File: src/hdl/axi_pkg.sv
/*
 * AXI field types and encodings for the write-path data upsizer.
 * Only the fields the converter inspects or forwards are described.
 */
`default_nettype none

package axi_pkg;

  // ------------------------------
  // Field types
  // ------------------------------

  // Burst length minus one
  typedef logic [7:0] len_t;
  // Log2 of bytes per beat
  typedef logic [2:0] size_t;
  typedef logic [1:0] burst_t;
  typedef logic [3:0] cache_t;
  typedef logic [1:0] resp_t;

  // ------------------------------
  // Encodings
  // ------------------------------

  localparam burst_t BURST_INCR = 2'b01;

  // Modifiable bit of the cache attributes
  localparam cache_t CACHE_MODIFIABLE = 4'b0010;

endpackage

`default_nettype wire

File: src/hdl/upsize_pkg.sv
/*
 * Converter-level types for the AXI write upsizer.
 * Address and ID widths of the bus, and the write FSM encoding.
 */
`default_nettype none

package upsize_pkg;

  // ------------------------------
  // Bus-level widths
  // ------------------------------

  // Byte address
  typedef logic [31:0] addr_t;

  // Transaction ID, forwarded unchanged
  typedef logic [3:0] id_t;

  // ------------------------------
  // Write FSM
  // ------------------------------

  // W_PASSTHROUGH forwards each narrow beat as its own wide beat,
  // W_UPSIZE packs narrow beats into full wide words
  typedef enum logic [1:0] {
    W_IDLE,
    W_PASSTHROUGH,
    W_UPSIZE
  } w_state_e;

endpackage

`default_nettype wire

File: src/hdl/aw_burst_calc.sv
/*
 * Write address burst calculation.
 * Picks pass-through or upsize for an AW request and gives the
 * burst length and size to issue on the wide side.
 */
`default_nettype none

module aw_burst_calc
  import axi_pkg::*;
  import upsize_pkg::*;
#(
  parameter int unsigned WIDE_DATA_W = 64
) (
  input  addr_t  addr_i,
  input  len_t   len_i,
  input  size_t  size_i,
  input  burst_t burst_i,
  input  cache_t cache_i,
  output logic   upsize_o,
  output len_t   wide_len_o,
  output size_t  wide_size_o
);

  localparam int unsigned WIDE_BYTES  = WIDE_DATA_W / 8;
  localparam int unsigned WIDE_OFFS_W = $clog2(WIDE_BYTES);
  localparam addr_t       WIDE_MASK   = addr_t'(WIDE_BYTES - 1);

  addr_t size_mask;
  addr_t addr_start;
  addr_t addr_end;
  addr_t wide_span;

  // Only modifiable INCR bursts may change shape
  assign upsize_o = (|(cache_i & CACHE_MODIFIABLE)) && (burst_i == BURST_INCR);

  always_comb begin
    size_mask  = (addr_t'(1) << size_i) - addr_t'(1);
    addr_start = addr_i & ~WIDE_MASK;
    // Wide word holding the final narrow beat
    addr_end   = ((addr_i & ~size_mask) + (addr_t'(len_i) << size_i)) & ~WIDE_MASK;
    wide_span  = (addr_end - addr_start) >> WIDE_OFFS_W;

    if (upsize_o) begin
      wide_len_o  = len_t'(wide_span);
      wide_size_o = size_t'(WIDE_OFFS_W);
    end else begin
      wide_len_o  = len_i;
      wide_size_o = size_i;
    end
  end

endmodule

`default_nettype wire

File: src/hdl/w_lane_packer.sv
/*
 * Write lane packer.
 * Steers the bytes of each narrow W beat onto their wide lanes and
 * accumulates them into the wide beat held for the downstream port.
 */
`default_nettype none

module w_lane_packer
  import axi_pkg::*;
  import upsize_pkg::*;
#(
  parameter int unsigned NARROW_DATA_W = 32,
  parameter int unsigned WIDE_DATA_W   = 64
) (
  input  logic                       clk_i,
  input  logic                       rst_ni,
  input  logic                       beat_take_i,
  input  addr_t                      beat_addr_i,
  input  size_t                      beat_size_i,
  input  logic                       flush_i,
  input  logic                       last_i,
  input  logic [NARROW_DATA_W-1:0]   w_data_i,
  input  logic [NARROW_DATA_W/8-1:0] w_strb_i,
  input  logic                       mst_w_ready_i,
  output logic                       wide_valid_o,
  output logic [WIDE_DATA_W-1:0]     mst_w_data_o,
  output logic [WIDE_DATA_W/8-1:0]   mst_w_strb_o,
  output logic                       mst_w_last_o
);

  localparam int unsigned NARROW_BYTES = NARROW_DATA_W / 8;
  localparam int unsigned WIDE_BYTES   = WIDE_DATA_W / 8;

  logic [WIDE_DATA_W-1:0]   data_q, data_d;
  logic [WIDE_BYTES-1:0]    strb_q, strb_d;
  logic                     valid_q;
  logic                     last_q;
  logic                     accept;
  int unsigned              wide_offs;
  int unsigned              narrow_offs;
  int unsigned              beat_bytes;
  int unsigned              block_offs;

  assign accept = valid_q && mst_w_ready_i;

  // ------------------------------
  // Lane steering
  // ------------------------------

  always_comb begin
    wide_offs   = int'(beat_addr_i & addr_t'(WIDE_BYTES - 1));
    narrow_offs = int'(beat_addr_i & addr_t'(NARROW_BYTES - 1));
    beat_bytes  = 1 << beat_size_i;
    // Offset of the beat address inside its size block
    block_offs  = int'(beat_addr_i & addr_t'(beat_bytes - 1));

    data_d = accept ? '0 : data_q;
    strb_d = accept ? '0 : strb_q;

    if (beat_take_i) begin
      for (int b = 0; b < WIDE_BYTES; b++) begin
        // Lane b receives narrow byte b - wide_offs + narrow_offs
        if ((b >= wide_offs) && (b - wide_offs < beat_bytes - block_offs) &&
            (b + narrow_offs - wide_offs < NARROW_BYTES)) begin
          data_d[8*b +: 8] = w_data_i[8*(b + narrow_offs - wide_offs) +: 8];
          strb_d[b]        = w_strb_i[b + narrow_offs - wide_offs];
        end
      end
    end
  end

  // ------------------------------
  // Held wide beat
  // ------------------------------

  always_ff @(posedge clk_i or negedge rst_ni) begin
    if (!rst_ni) begin
      valid_q <= 1'b0;
      last_q  <= 1'b0;
      data_q  <= '0;
      strb_q  <= '0;
    end else begin
      data_q <= data_d;
      strb_q <= strb_d;
      if (accept) begin
        valid_q <= 1'b0;
        last_q  <= 1'b0;
      end
      if (beat_take_i) begin
        last_q <= last_i;
        if (flush_i) begin
          valid_q <= 1'b1;
        end
      end
    end
  end

  assign wide_valid_o = valid_q;
  assign mst_w_data_o = data_q;
  assign mst_w_strb_o = strb_q;
  assign mst_w_last_o = last_q;

endmodule

`default_nettype wire

File: src/hdl/w_upsize_ctrl.sv
/*
 * Write control FSM of the upsizer.
 * Holds the downstream AW request, walks the narrow beat address and
 * tells the packer when a wide beat is complete.
 */
`default_nettype none

module w_upsize_ctrl
  import axi_pkg::*;
  import upsize_pkg::*;
#(
  parameter int unsigned NARROW_DATA_W = 32,
  parameter int unsigned WIDE_DATA_W   = 64
) (
  input  logic   clk_i,
  input  logic   rst_ni,
  // Upstream AW and its burst calculation
  input  logic   aw_valid_i,
  input  id_t    aw_id_i,
  input  addr_t  aw_addr_i,
  input  len_t   aw_len_i,
  input  size_t  aw_size_i,
  input  burst_t aw_burst_i,
  input  cache_t aw_cache_i,
  input  logic   upsize_i,
  input  len_t   wide_len_i,
  input  size_t  wide_size_i,
  output logic   aw_ready_o,
  // Downstream AW
  output id_t    mst_aw_id_o,
  output addr_t  mst_aw_addr_o,
  output len_t   mst_aw_len_o,
  output size_t  mst_aw_size_o,
  output burst_t mst_aw_burst_o,
  output cache_t mst_aw_cache_o,
  output logic   mst_aw_valid_o,
  input  logic   mst_aw_ready_i,
  // W flow
  input  logic   w_valid_i,
  input  logic   wide_valid_i,
  input  logic   mst_w_ready_i,
  output logic   w_ready_o,
  output logic   beat_take_o,
  output addr_t  beat_addr_o,
  output size_t  beat_size_o,
  output logic   flush_o,
  output logic   last_o
);

  localparam int unsigned NARROW_BYTES = NARROW_DATA_W / 8;
  localparam int unsigned WIDE_BYTES   = WIDE_DATA_W / 8;
  localparam size_t       NARROW_SIZE  = size_t'($clog2(NARROW_BYTES));
  localparam addr_t       WIDE_MASK    = addr_t'(WIDE_BYTES - 1);

  w_state_e state_q, state_d;
  logic     aw_valid_q, aw_valid_d;
  logic     done_q, done_d;
  addr_t    beat_addr_q;
  len_t     beat_cnt_q;
  size_t    beat_size_q;
  addr_t    size_mask;
  addr_t    next_addr;
  logic     aw_take;
  logic     wide_accept;
  logic     word_change;

  // ------------------------------
  // Handshakes
  // ------------------------------

  assign aw_ready_o  = (state_q == W_IDLE);
  assign aw_take     = aw_valid_i && aw_ready_o;
  assign wide_accept = wide_valid_i && mst_w_ready_i;

  // W opens once the address is out, and only if the held beat can move
  assign w_ready_o   = (state_q != W_IDLE) && !aw_valid_q && !done_q &&
                       (!wide_valid_i || mst_w_ready_i);
  assign beat_take_o = w_valid_i && w_ready_o;

  // ------------------------------
  // Beat address walk
  // ------------------------------

  assign size_mask   = (addr_t'(1) << beat_size_q) - addr_t'(1);
  assign next_addr   = (beat_addr_q & ~size_mask) + (addr_t'(1) << beat_size_q);
  assign word_change = (next_addr & ~WIDE_MASK) != (beat_addr_q & ~WIDE_MASK);

  assign last_o      = (beat_cnt_q == '0);
  assign flush_o     = (state_q == W_PASSTHROUGH) ||
                       ((state_q == W_UPSIZE) && (last_o || word_change));
  assign beat_addr_o = beat_addr_q;
  assign beat_size_o = beat_size_q;

  // ------------------------------
  // FSM
  // ------------------------------

  always_comb begin
    state_d    = state_q;
    aw_valid_d = aw_valid_q;
    done_d     = done_q;

    case (state_q)
      W_IDLE: begin
        if (aw_take) begin
          state_d    = upsize_i ? W_UPSIZE : W_PASSTHROUGH;
          aw_valid_d = 1'b1;
          done_d     = 1'b0;
        end
      end
      default: begin
        if (aw_valid_q && mst_aw_ready_i) begin
          aw_valid_d = 1'b0;
        end
        if (beat_take_o && last_o) begin
          done_d = 1'b1;
        end
        // Any wide beat leaving after the final narrow beat is the last one
        if (done_q && wide_accept) begin
          state_d = W_IDLE;
        end
      end
    endcase
  end

  always_ff @(posedge clk_i or negedge rst_ni) begin
    if (!rst_ni) begin
      state_q    <= W_IDLE;
      aw_valid_q <= 1'b0;
      done_q     <= 1'b0;
    end else begin
      state_q    <= state_d;
      aw_valid_q <= aw_valid_d;
      done_q     <= done_d;
    end
  end

  always_ff @(posedge clk_i) begin
    if (aw_take) begin
      mst_aw_id_o    <= aw_id_i;
      mst_aw_addr_o  <= aw_addr_i;
      mst_aw_len_o   <= wide_len_i;
      mst_aw_size_o  <= wide_size_i;
      mst_aw_burst_o <= aw_burst_i;
      mst_aw_cache_o <= aw_cache_i;
      beat_addr_q    <= aw_addr_i;
      beat_cnt_q     <= aw_len_i;
      // A narrow beat never spans more than the narrow bus
      beat_size_q    <= (aw_size_i > NARROW_SIZE) ? NARROW_SIZE : aw_size_i;
    end else if (beat_take_o) begin
      beat_addr_q <= next_addr;
      beat_cnt_q  <= beat_cnt_q - len_t'(1);
    end
  end

  assign mst_aw_valid_o = aw_valid_q;

endmodule

`default_nettype wire

File: src/hdl/axi_w_upsize.sv
/*
 * AXI write-path data upsizer.
 * Connects a narrow write master to a wide slave, packing modifiable
 * INCR bursts into full wide beats. B passes straight back.
 */
`default_nettype none

module axi_w_upsize
  import axi_pkg::*;
  import upsize_pkg::*;
#(
  parameter int unsigned NARROW_DATA_W = 32,
  parameter int unsigned WIDE_DATA_W   = 64
) (
  input  logic                       clk_i,
  input  logic                       rst_ni,
  // Upstream, narrow side
  input  id_t                        slv_aw_id_i,
  input  addr_t                      slv_aw_addr_i,
  input  len_t                       slv_aw_len_i,
  input  size_t                      slv_aw_size_i,
  input  burst_t                     slv_aw_burst_i,
  input  cache_t                     slv_aw_cache_i,
  input  logic                       slv_aw_valid_i,
  output logic                       slv_aw_ready_o,
  input  logic [NARROW_DATA_W-1:0]   slv_w_data_i,
  input  logic [NARROW_DATA_W/8-1:0] slv_w_strb_i,
  input  logic                       slv_w_last_i,
  input  logic                       slv_w_valid_i,
  output logic                       slv_w_ready_o,
  output id_t                        slv_b_id_o,
  output resp_t                      slv_b_resp_o,
  output logic                       slv_b_valid_o,
  input  logic                       slv_b_ready_i,
  // Downstream, wide side
  output id_t                        mst_aw_id_o,
  output addr_t                      mst_aw_addr_o,
  output len_t                       mst_aw_len_o,
  output size_t                      mst_aw_size_o,
  output burst_t                     mst_aw_burst_o,
  output cache_t                     mst_aw_cache_o,
  output logic                       mst_aw_valid_o,
  input  logic                       mst_aw_ready_i,
  output logic [WIDE_DATA_W-1:0]     mst_w_data_o,
  output logic [WIDE_DATA_W/8-1:0]   mst_w_strb_o,
  output logic                       mst_w_last_o,
  output logic                       mst_w_valid_o,
  input  logic                       mst_w_ready_i,
  input  id_t                        mst_b_id_i,
  input  resp_t                      mst_b_resp_i,
  input  logic                       mst_b_valid_i,
  output logic                       mst_b_ready_o
);

  logic  upsize;
  len_t  wide_len;
  size_t wide_size;
  logic  beat_take;
  addr_t beat_addr;
  size_t beat_size;
  logic  flush;
  logic  last;
  logic  wide_valid;

  aw_burst_calc #(
    .WIDE_DATA_W (WIDE_DATA_W)
  ) i_aw_burst_calc (
    .addr_i      (slv_aw_addr_i),
    .len_i       (slv_aw_len_i),
    .size_i      (slv_aw_size_i),
    .burst_i     (slv_aw_burst_i),
    .cache_i     (slv_aw_cache_i),
    .upsize_o    (upsize),
    .wide_len_o  (wide_len),
    .wide_size_o (wide_size)
  );

  w_upsize_ctrl #(
    .NARROW_DATA_W (NARROW_DATA_W),
    .WIDE_DATA_W   (WIDE_DATA_W)
  ) i_w_upsize_ctrl (
    .clk_i          (clk_i),
    .rst_ni         (rst_ni),
    .aw_valid_i     (slv_aw_valid_i),
    .aw_id_i        (slv_aw_id_i),
    .aw_addr_i      (slv_aw_addr_i),
    .aw_len_i       (slv_aw_len_i),
    .aw_size_i      (slv_aw_size_i),
    .aw_burst_i     (slv_aw_burst_i),
    .aw_cache_i     (slv_aw_cache_i),
    .upsize_i       (upsize),
    .wide_len_i     (wide_len),
    .wide_size_i    (wide_size),
    .aw_ready_o     (slv_aw_ready_o),
    .mst_aw_id_o    (mst_aw_id_o),
    .mst_aw_addr_o  (mst_aw_addr_o),
    .mst_aw_len_o   (mst_aw_len_o),
    .mst_aw_size_o  (mst_aw_size_o),
    .mst_aw_burst_o (mst_aw_burst_o),
    .mst_aw_cache_o (mst_aw_cache_o),
    .mst_aw_valid_o (mst_aw_valid_o),
    .mst_aw_ready_i (mst_aw_ready_i),
    .w_valid_i      (slv_w_valid_i),
    .wide_valid_i   (wide_valid),
    .mst_w_ready_i  (mst_w_ready_i),
    .w_ready_o      (slv_w_ready_o),
    .beat_take_o    (beat_take),
    .beat_addr_o    (beat_addr),
    .beat_size_o    (beat_size),
    .flush_o        (flush),
    .last_o         (last)
  );

  // Burst end comes from the beat count, so slv_w_last_i carries no extra information
  w_lane_packer #(
    .NARROW_DATA_W (NARROW_DATA_W),
    .WIDE_DATA_W   (WIDE_DATA_W)
  ) i_w_lane_packer (
    .clk_i         (clk_i),
    .rst_ni        (rst_ni),
    .beat_take_i   (beat_take),
    .beat_addr_i   (beat_addr),
    .beat_size_i   (beat_size),
    .flush_i       (flush),
    .last_i        (last),
    .w_data_i      (slv_w_data_i),
    .w_strb_i      (slv_w_strb_i),
    .mst_w_ready_i (mst_w_ready_i),
    .wide_valid_o  (wide_valid),
    .mst_w_data_o  (mst_w_data_o),
    .mst_w_strb_o  (mst_w_strb_o),
    .mst_w_last_o  (mst_w_last_o)
  );

  assign mst_w_valid_o = wide_valid;

  // ------------------------------
  // B channel, no latency
  // ------------------------------

  assign slv_b_id_o    = mst_b_id_i;
  assign slv_b_resp_o  = mst_b_resp_i;
  assign slv_b_valid_o = mst_b_valid_i;
  assign mst_b_ready_o = slv_b_ready_i;

endmodule

`default_nettype wire

File: config.mk
export PLATFORM = sky130hd
export DESIGN_NAME = axi_w_upsize
export DESIGN_NICKNAME = d
export VERILOG_FILES = /design/src/hdl/axi_pkg.sv /design/src/hdl/upsize_pkg.sv /design/src/hdl/aw_burst_calc.sv /design/src/hdl/w_lane_packer.sv /design/src/hdl/w_upsize_ctrl.sv /design/src/hdl/axi_w_upsize.sv
export SDC_FILE = /design/constraint.sdc
export NUM_CORES = 1
export LEC_CHECK = 0
export BUFFER_PORTS_ARGS = -buffer_cell sky130_fd_sc_hd__buf_2
export CAP_MARGIN = 20
export CORE_UTILIZATION = 40
export DETAILED_ROUTE_END_ITERATION = 6
export HOLD_SLACK_MARGIN = 0.06
export PLACE_DENSITY = 0.64
export REMOVE_ABC_BUFFERS = 1
export SKIP_LAST_GASP = 1
export SYNTH_ARGS = -nofsm -noshare
export SYNTH_HDL_FRONTEND = slang
export SYNTH_SLANG_ARGS = --single-unit
export TNS_END_PERCENT = 20
File: constraint.sdc
create_clock -name clk_i -period 5.8 [get_ports clk_i]
set_input_delay 1.16 -clock clk_i [delete_from_list [all_inputs] [get_ports clk_i]]
set_output_delay 1.16 -clock clk_i [all_outputs]
set_load 0.03 [all_outputs]
After elaboration in Yosys (flattened, before gate mapping):

Cells that the tools add are included.

* flip-flop bits (word level): 174
* input port bits: 104

* $add $sub $neg: 30
* order comparisons: 33
* eq/ne operators: 5
* shift operators: 11
* multiplexer cells: 56
* bitwise gates (word level): 5
* reductions and logical operators: 44

Operators with widths (count)
* 32-bit by 3-bit < comparator with 1-bit output (second input constant): 16
* 32-bit by 33-bit variable part select with 8-bit output: 8
* 32-bit < comparator: 8
* 32-bit by 3-bit subtractor with 32-bit output: 7
* 64-bit two-way mux: 2
* 8-bit two-way mux: 13
* 32-bit AND: 2
* 32-bit two-way mux: 2
* 32-bit adder: 1
* 32-bit inverter: 1
* 1-bit by 3-bit << shifter with 32-bit output (first input constant): 1
* 32-bit by 1-bit subtractor with 32-bit output (second input constant): 1
* 32-bit subtractor: 1
* 29-bit inequality test: 1
* 1-bit logical AND: 27
* 1-bit two-way mux: 27
* 3-bit by 2-bit adder with 4-bit output (first input constant): 4
* 1-bit binary-select mux with 2-bit select: 8
* 3-bit by 3-bit subtractor with 4-bit output (first input constant): 4
* 3-bit >= comparator (first input constant): 4
* 2-bit nonzero test: 6
* 11-bit adder: 1
* 11-bit AND: 1
* 11-bit inverter: 1
* 22 further kinds: 37

Logic depth before layout (Yosys ltp):

* depth in word-level cells: 11
* mapped depth: 25

By module:

A second synthesis with hierarchy kept.

* cells, all modules: 1488
* area total of the unflattened synthesis: 14174.8 sq um

By module, submodules not included
* w_lane_packer: times used 1, cells an instance 903, area each 8131.5 sq um, sequential area each 1851.8 sq um
* w_upsize_ctrl: times used 1, cells an instance 402, area each 4802.1 sq um, sequential area each 2982.9 sq um
* aw_burst_calc: times used 1, cells an instance 175, area each 1181.1 sq um, sequential area each 0.0 sq um
* axi_w_upsize: times used 1, cells an instance 8, area each 60.1 sq um, sequential area each 0.0 sq um

Worst setup path after synthesis:

Ideal clock, no wire load.

* path kind: reg-to-reg
* start: register i_w_upsize_ctrl.beat_addr_q[2] (netlist: i_w_upsize_ctrl.beat_addr_o[2])
* end: register i_w_lane_packer.data_q[0] (netlist: i_w_lane_packer.mst_w_data_o[0])
* data arrival time: 6.088 ns
* setup slack: -0.368 ns
* stages on the path, launching flop included: 21
* path buffers: 5
* clock period less this slack: 6.168 ns
* path through: edfxtp_1 buf_2 inv_1 clkbuf_1 clkbuf_1 ha_1 clkbuf_1 clkinv_1 nor2_1 clkinv_1 ha_1 o21a_1 o21ai_0 a21oi_1 a21oi_1 maj3_1 o211ai_1 a311oi_1 o221ai_1 buf_2 mux2i_1

* longest elaborated chain between the ends: 7
* elaborated cells on any way between the ends: 12

RTL lines
* from (decl): line w_upsize_ctrl.sv:58 `addr_t beat_addr_q;`
* from (signal assigned): line w_upsize_ctrl.sv:146 `beat_addr_q <= aw_addr_i;`
* from (signal assigned): line w_upsize_ctrl.sv:151 `beat_addr_q <= next_addr;`
* 32-bit AND: line w_lane_packer.sv:55 `block_offs = int'(beat_addr_i & addr_t'(beat_bytes - 1));`
* 32-bit subtractor: line w_lane_packer.sv:63 `if ((b >= wide_offs) && (b - wide_offs < beat_bytes - block_offs) &&`
* 32-bit < comparator: line w_lane_packer.sv:63
* 1-bit logical AND (2 in series): line w_lane_packer.sv:63
* 8-bit two-way mux (*): line w_lane_packer.sv:63
* 64-bit two-way mux (*): line w_lane_packer.sv:60 `if (beat_take_i) begin`
* net i_w_lane_packer.data_d[0]: line w_lane_packer.sv:34 `logic [WIDE_DATA_W-1:0] data_q, data_d;`
* to (signal assigned): line w_lane_packer.sv:83 `data_q <= data_d;`
* to (decl): line w_lane_packer.sv:34

Mark *: on every way through the listed nets, which the timed path passes. The rest lies on a longest branch.
A chain may end at the register's enable or synchronous reset.

Final worst setup path:

* start: register i_w_upsize_ctrl.beat_size_q[2] (netlist: i_w_upsize_ctrl.beat_size_o[2])
* end: register i_w_lane_packer.data_q[14] (netlist: i_w_lane_packer.mst_w_data_o[14])

* longest elaborated chain between the ends: 9

RTL lines
* from (decl): line w_upsize_ctrl.sv:60 `size_t beat_size_q;`
* from (signal assigned): line w_upsize_ctrl.sv:149 `beat_size_q <= (aw_size_i > NARROW_SIZE) ? NARROW_SIZE : aw_size_i;`
* 1-bit by 3-bit << shifter with 32-bit output (*): line w_lane_packer.sv:53 `beat_bytes = 1 << beat_size_i;`
* 32-bit by 1-bit subtractor with 32-bit output: line w_lane_packer.sv:55
* 32-bit AND: line w_lane_packer.sv:55
* 32-bit subtractor (*): line w_lane_packer.sv:63
* 32-bit < comparator (*): line w_lane_packer.sv:63
* 1-bit logical AND (*) (2 in series): line w_lane_packer.sv:63
* 8-bit two-way mux (*): line w_lane_packer.sv:63
* 64-bit two-way mux (*): line w_lane_packer.sv:60
* net i_w_lane_packer.data_d[14]: line w_lane_packer.sv:34

Marked as above.

==> results.json <==
{
  "syn_inst": 1505,
  "die_w_um": 190,
  "clk_latency_ns": 0.45,
  "vias": 12000,
  "fmax_mhz": 188,
  "ys_warn_count": 0,
  "drt_iter0_drc": 760,
  "synth-main-ff-cell": "edfxtp_1",
  "ff2ff_path_depth": 19,
  "antenna_found_initial": 2,
  "rsz0062_at_grt": "no",
  "cp.arrival_ns": 5.70,
  "setup_viol": 0,
  "startpoint_type": "flip-flop",
  "grtUsageTotal_pct": 20.5,
  "grt_pass1_vias": 11600,
  "cts-root-buf": "clkbuf_16",
  "vdd_drop_max_v": 0.000323,
  "crit_fanout": 13,
  "wire_per_inst_um": 16.9,
  "drt_first_pass_iters": 5,
  "hold_buffers": 0,
  "wl_mm": 37.1,
  "ios": 242,
  "area_delta_synth_final_pct": 16.5,
  "gp_congestion": 0.885,
  "reg2reg_to": "i_w_lane_packer.mst_w_data_o[14]",
  "synth_area_per_cell_sq_um": 9.38,
  "whs_path_depth": 1,
  "clk_pin_slew_ns": 0.07,
  "floorplan.initialDensity_pct": 40.8,
  "layout_setup_ws_ns": 0.484,
  "period_minus_slack_ns": 5.32,
  "power_density_mw_per_mm2": 505,
  "diodes": 0,
  "antenna_left": 0,
  "post-place-ws_ns": 0.555,
  "synth_edf_count": 96,
  "synth-seq-area-share_pct": 34.2,
  "cts_htree_levels": 4,
  "fillers": 3277,
  "fin_nets": 2048,
  "fin_area_sq_mm": 0.0164,
  "post_cts_buffers": 0,
  "r2r_slack_ns": 0.48,
  "cts_resized": 0,
  "min_period_over_period_pct": 91.7,
  "worstSetupPathType": "reg2reg",
  "portBuffers": 224,
  "hold_end": "i_w_lane_packer.mst_w_strb_o[1]",
  "cts_buffers": 17,
  "tightestPinTransition_ns": 1.04,
  "post_dp_cell_area_sq_mm": 0.0158,
  "worstHoldStart": "i_w_lane_packer.mst_w_strb_o[1]",
  "die_h_um": 190,
  "grt.overflow.total": 0,
  "hold_slack_ns": 0.488,
  "end_kind": "flip-flop",
  "rows": 68,
  "synth_cell_types": 78,
  "grt_pass1_wl_mm": 59.0,
  "routed_via_density": 5.50,
  "critPathRequiredTime_ns": 6.19,
  "min_path_type": "reg2reg",
  "setup_tns_ns": 0,
  "hpwl_mm": 27.8,
  "slew_headroom_pct": 30.2,
  "grt_max_degree": 83,
  "maxCapViolCount": 0,
  "synth-seq-cells": 174,
  "drc": 0,
  "drive_gt1_share_pct": 18.9,
  "finalMaxSlewViolations": 0,
  "cts_sinks": 174,
  "clockBufferDepth": 2,
  "hold_viol": 0,
  "r2r-start": "i_w_upsize_ctrl.beat_size_o[2]",
  "dieArea_sq_mm": 0.0361,
  "async_reset_ff_share_pct": 44.8,
  "total_power_uw": 8310,
  "cts_tree": "yes",
  "status": "finished clean",
  "clock_skew_ns": 0.0109,
  "power_leakage_uw": 0.00774,
  "synth_area_sq_mm": 0.0141,
  "core_area_sq_mm": 0.0346
}
-- cells by family after synthesis --
| family | synth area share [%] |
|---|---|
| xor gates and xnor gates | 3.97 |
| buffers and inverters | 4.44 |
| AOI/OAI and AO/OA | 16.3 |
| muxes | 5.73 |
| other | 0.0266 |
| adders and majority gates | 20.4 |
| DFF | 34.2 |
| and+or+nand+nor | 14.9 |
-- metrics by stage --
| stage | cells | utilization (%) |
|---|---|---|
| floorplan | 1434 | - |
| global placement | 2156 | 45.7 |
| detailed placement | 2156 | 45.7 |
| CTS | 2188 | 47.4 |
| global route | 2189 | 47.5 |
| finish | 2189 | 47.5 |
-- area by class of cell --
cell class / instances / area, sq um / area share [%]
clock buffer: 26 / 534 / 3.25
timing repair buffer: 268 / 1490 / 9.04
multi-input combinational: 1184 / 8690 / 52.8
sequential: 174 / 4830 / 29.4
clock inverter: 6 / 45.0 / 0.274
tap: 455 / 569 / 3.46
inverter: 76 / 288 / 1.75
-- worst max-delay path: stages, from the launching register on --
cell and delay, ns:
edfxtp_1 0.57, and2_1 0.38, nand2_1 0.10, ha_1 0.35, nor3b_1 0.17, a221oi_1 0.43, a21o_1 0.26, inv_2 0.16
nand2_2 0.19, nand2_1 0.07, buf_4 0.17, ha_1 0.29, and4_1 0.21, nand3_1 0.09, a2111oi_0 0.40, o2111ai_1 0.18
a31oi_1 0.23, o2111ai_1 0.26, a21oi_2 0.50, a22o_1 0.23
-- worst max path at each step --
stage	startpoint	end	slack, ns
final	i_w_upsize_ctrl.beat_size_o[2]	i_w_lane_packer.mst_w_data_o[14]	0.48
after global routing	i_w_upsize_ctrl.beat_size_o[2]	i_w_lane_packer.mst_w_data_o[14]	0.03
after CTS	i_w_upsize_ctrl.beat_size_o[2]	i_w_lane_packer.mst_w_data_o[14]	0.49
after detailed placement	i_w_upsize_ctrl.beat_size_o[2]	i_w_lane_packer.mst_w_data_o[14]	0.56
after global placement	i_w_upsize_ctrl.beat_size_o[2]	i_w_lane_packer.mst_w_data_o[13]	0.64
after floorplan	i_w_upsize_ctrl.beat_addr_o[2]	i_w_lane_packer.mst_w_data_o[0]	-0.49
-- report_power, final --
part	internal [uW]	switching (uW)	total [uW]	leakage, uW
logic	2000	3170	5170	0.00550
registers	1760	254	2010	0.00196
clock network	639	490	1130	0.000286
total	4400	3910	8310	0.00774
-- flip-flops by register name (all words and copies together), names as in the netlist, 3 cells and up --
register                        flops
i_w_lane_packer.mst_w_data_o       64
i_w_upsize_ctrl.beat_addr_o        32
i_w_upsize_ctrl.mst_aw_addr_o      32
i_w_lane_packer.mst_w_strb_o        8
i_w_upsize_ctrl.beat_cnt_q          8
i_w_upsize_ctrl.mst_aw_len_o        8
i_w_upsize_ctrl.mst_aw_cache_o      4
i_w_upsize_ctrl.mst_aw_id_o         4
i_w_upsize_ctrl.beat_size_o         3
i_w_upsize_ctrl.mst_aw_size_o       3
-- cell usage after synthesis, types with 13 or more instances --
cell,count,area [sq um]
ha_1,220,2750
nand2_1,199,747
a21oi_1,100,500
o21ai_0,98,490
edfxtp_1,96,2880
dfrtp_1,78,1950
nor2_1,74,278
mux2i_1,73,731
inv_1,69,259
clkbuf_1,42,158
a21o_1,34,255
xnor2_1,34,298
nand3_1,31,155
nor3_1,31,155
xor2_1,30,263
nand4_1,22,138
and3_1,19,119
a211oi_1,17,128
nor2b_1,17,106
and2_1,13,81.3
o211ai_1,13,97.6
-- layer usage --
metal  GRT usage (%)  part of all wire, %
met5               0                0.046
met4            5.96                  1.7
met3            4.04                  4.4
met2            33.9                   48
met1            26.8                   46
-- layout by cell type (no fill, tap or decap), types with 33 or more instances in the layout --
cell type  count
buf_2        223
ha_1         220
nand2_1      197
a21oi_1       99
o21ai_0       97
edfxtp_1      96
dfrtp_1       78
nor2_1        74
mux2i_1       73
inv_1         69
buf_4         43
a21o_1        34
xnor2_1       33
Power figures use the tool's default switching activity.
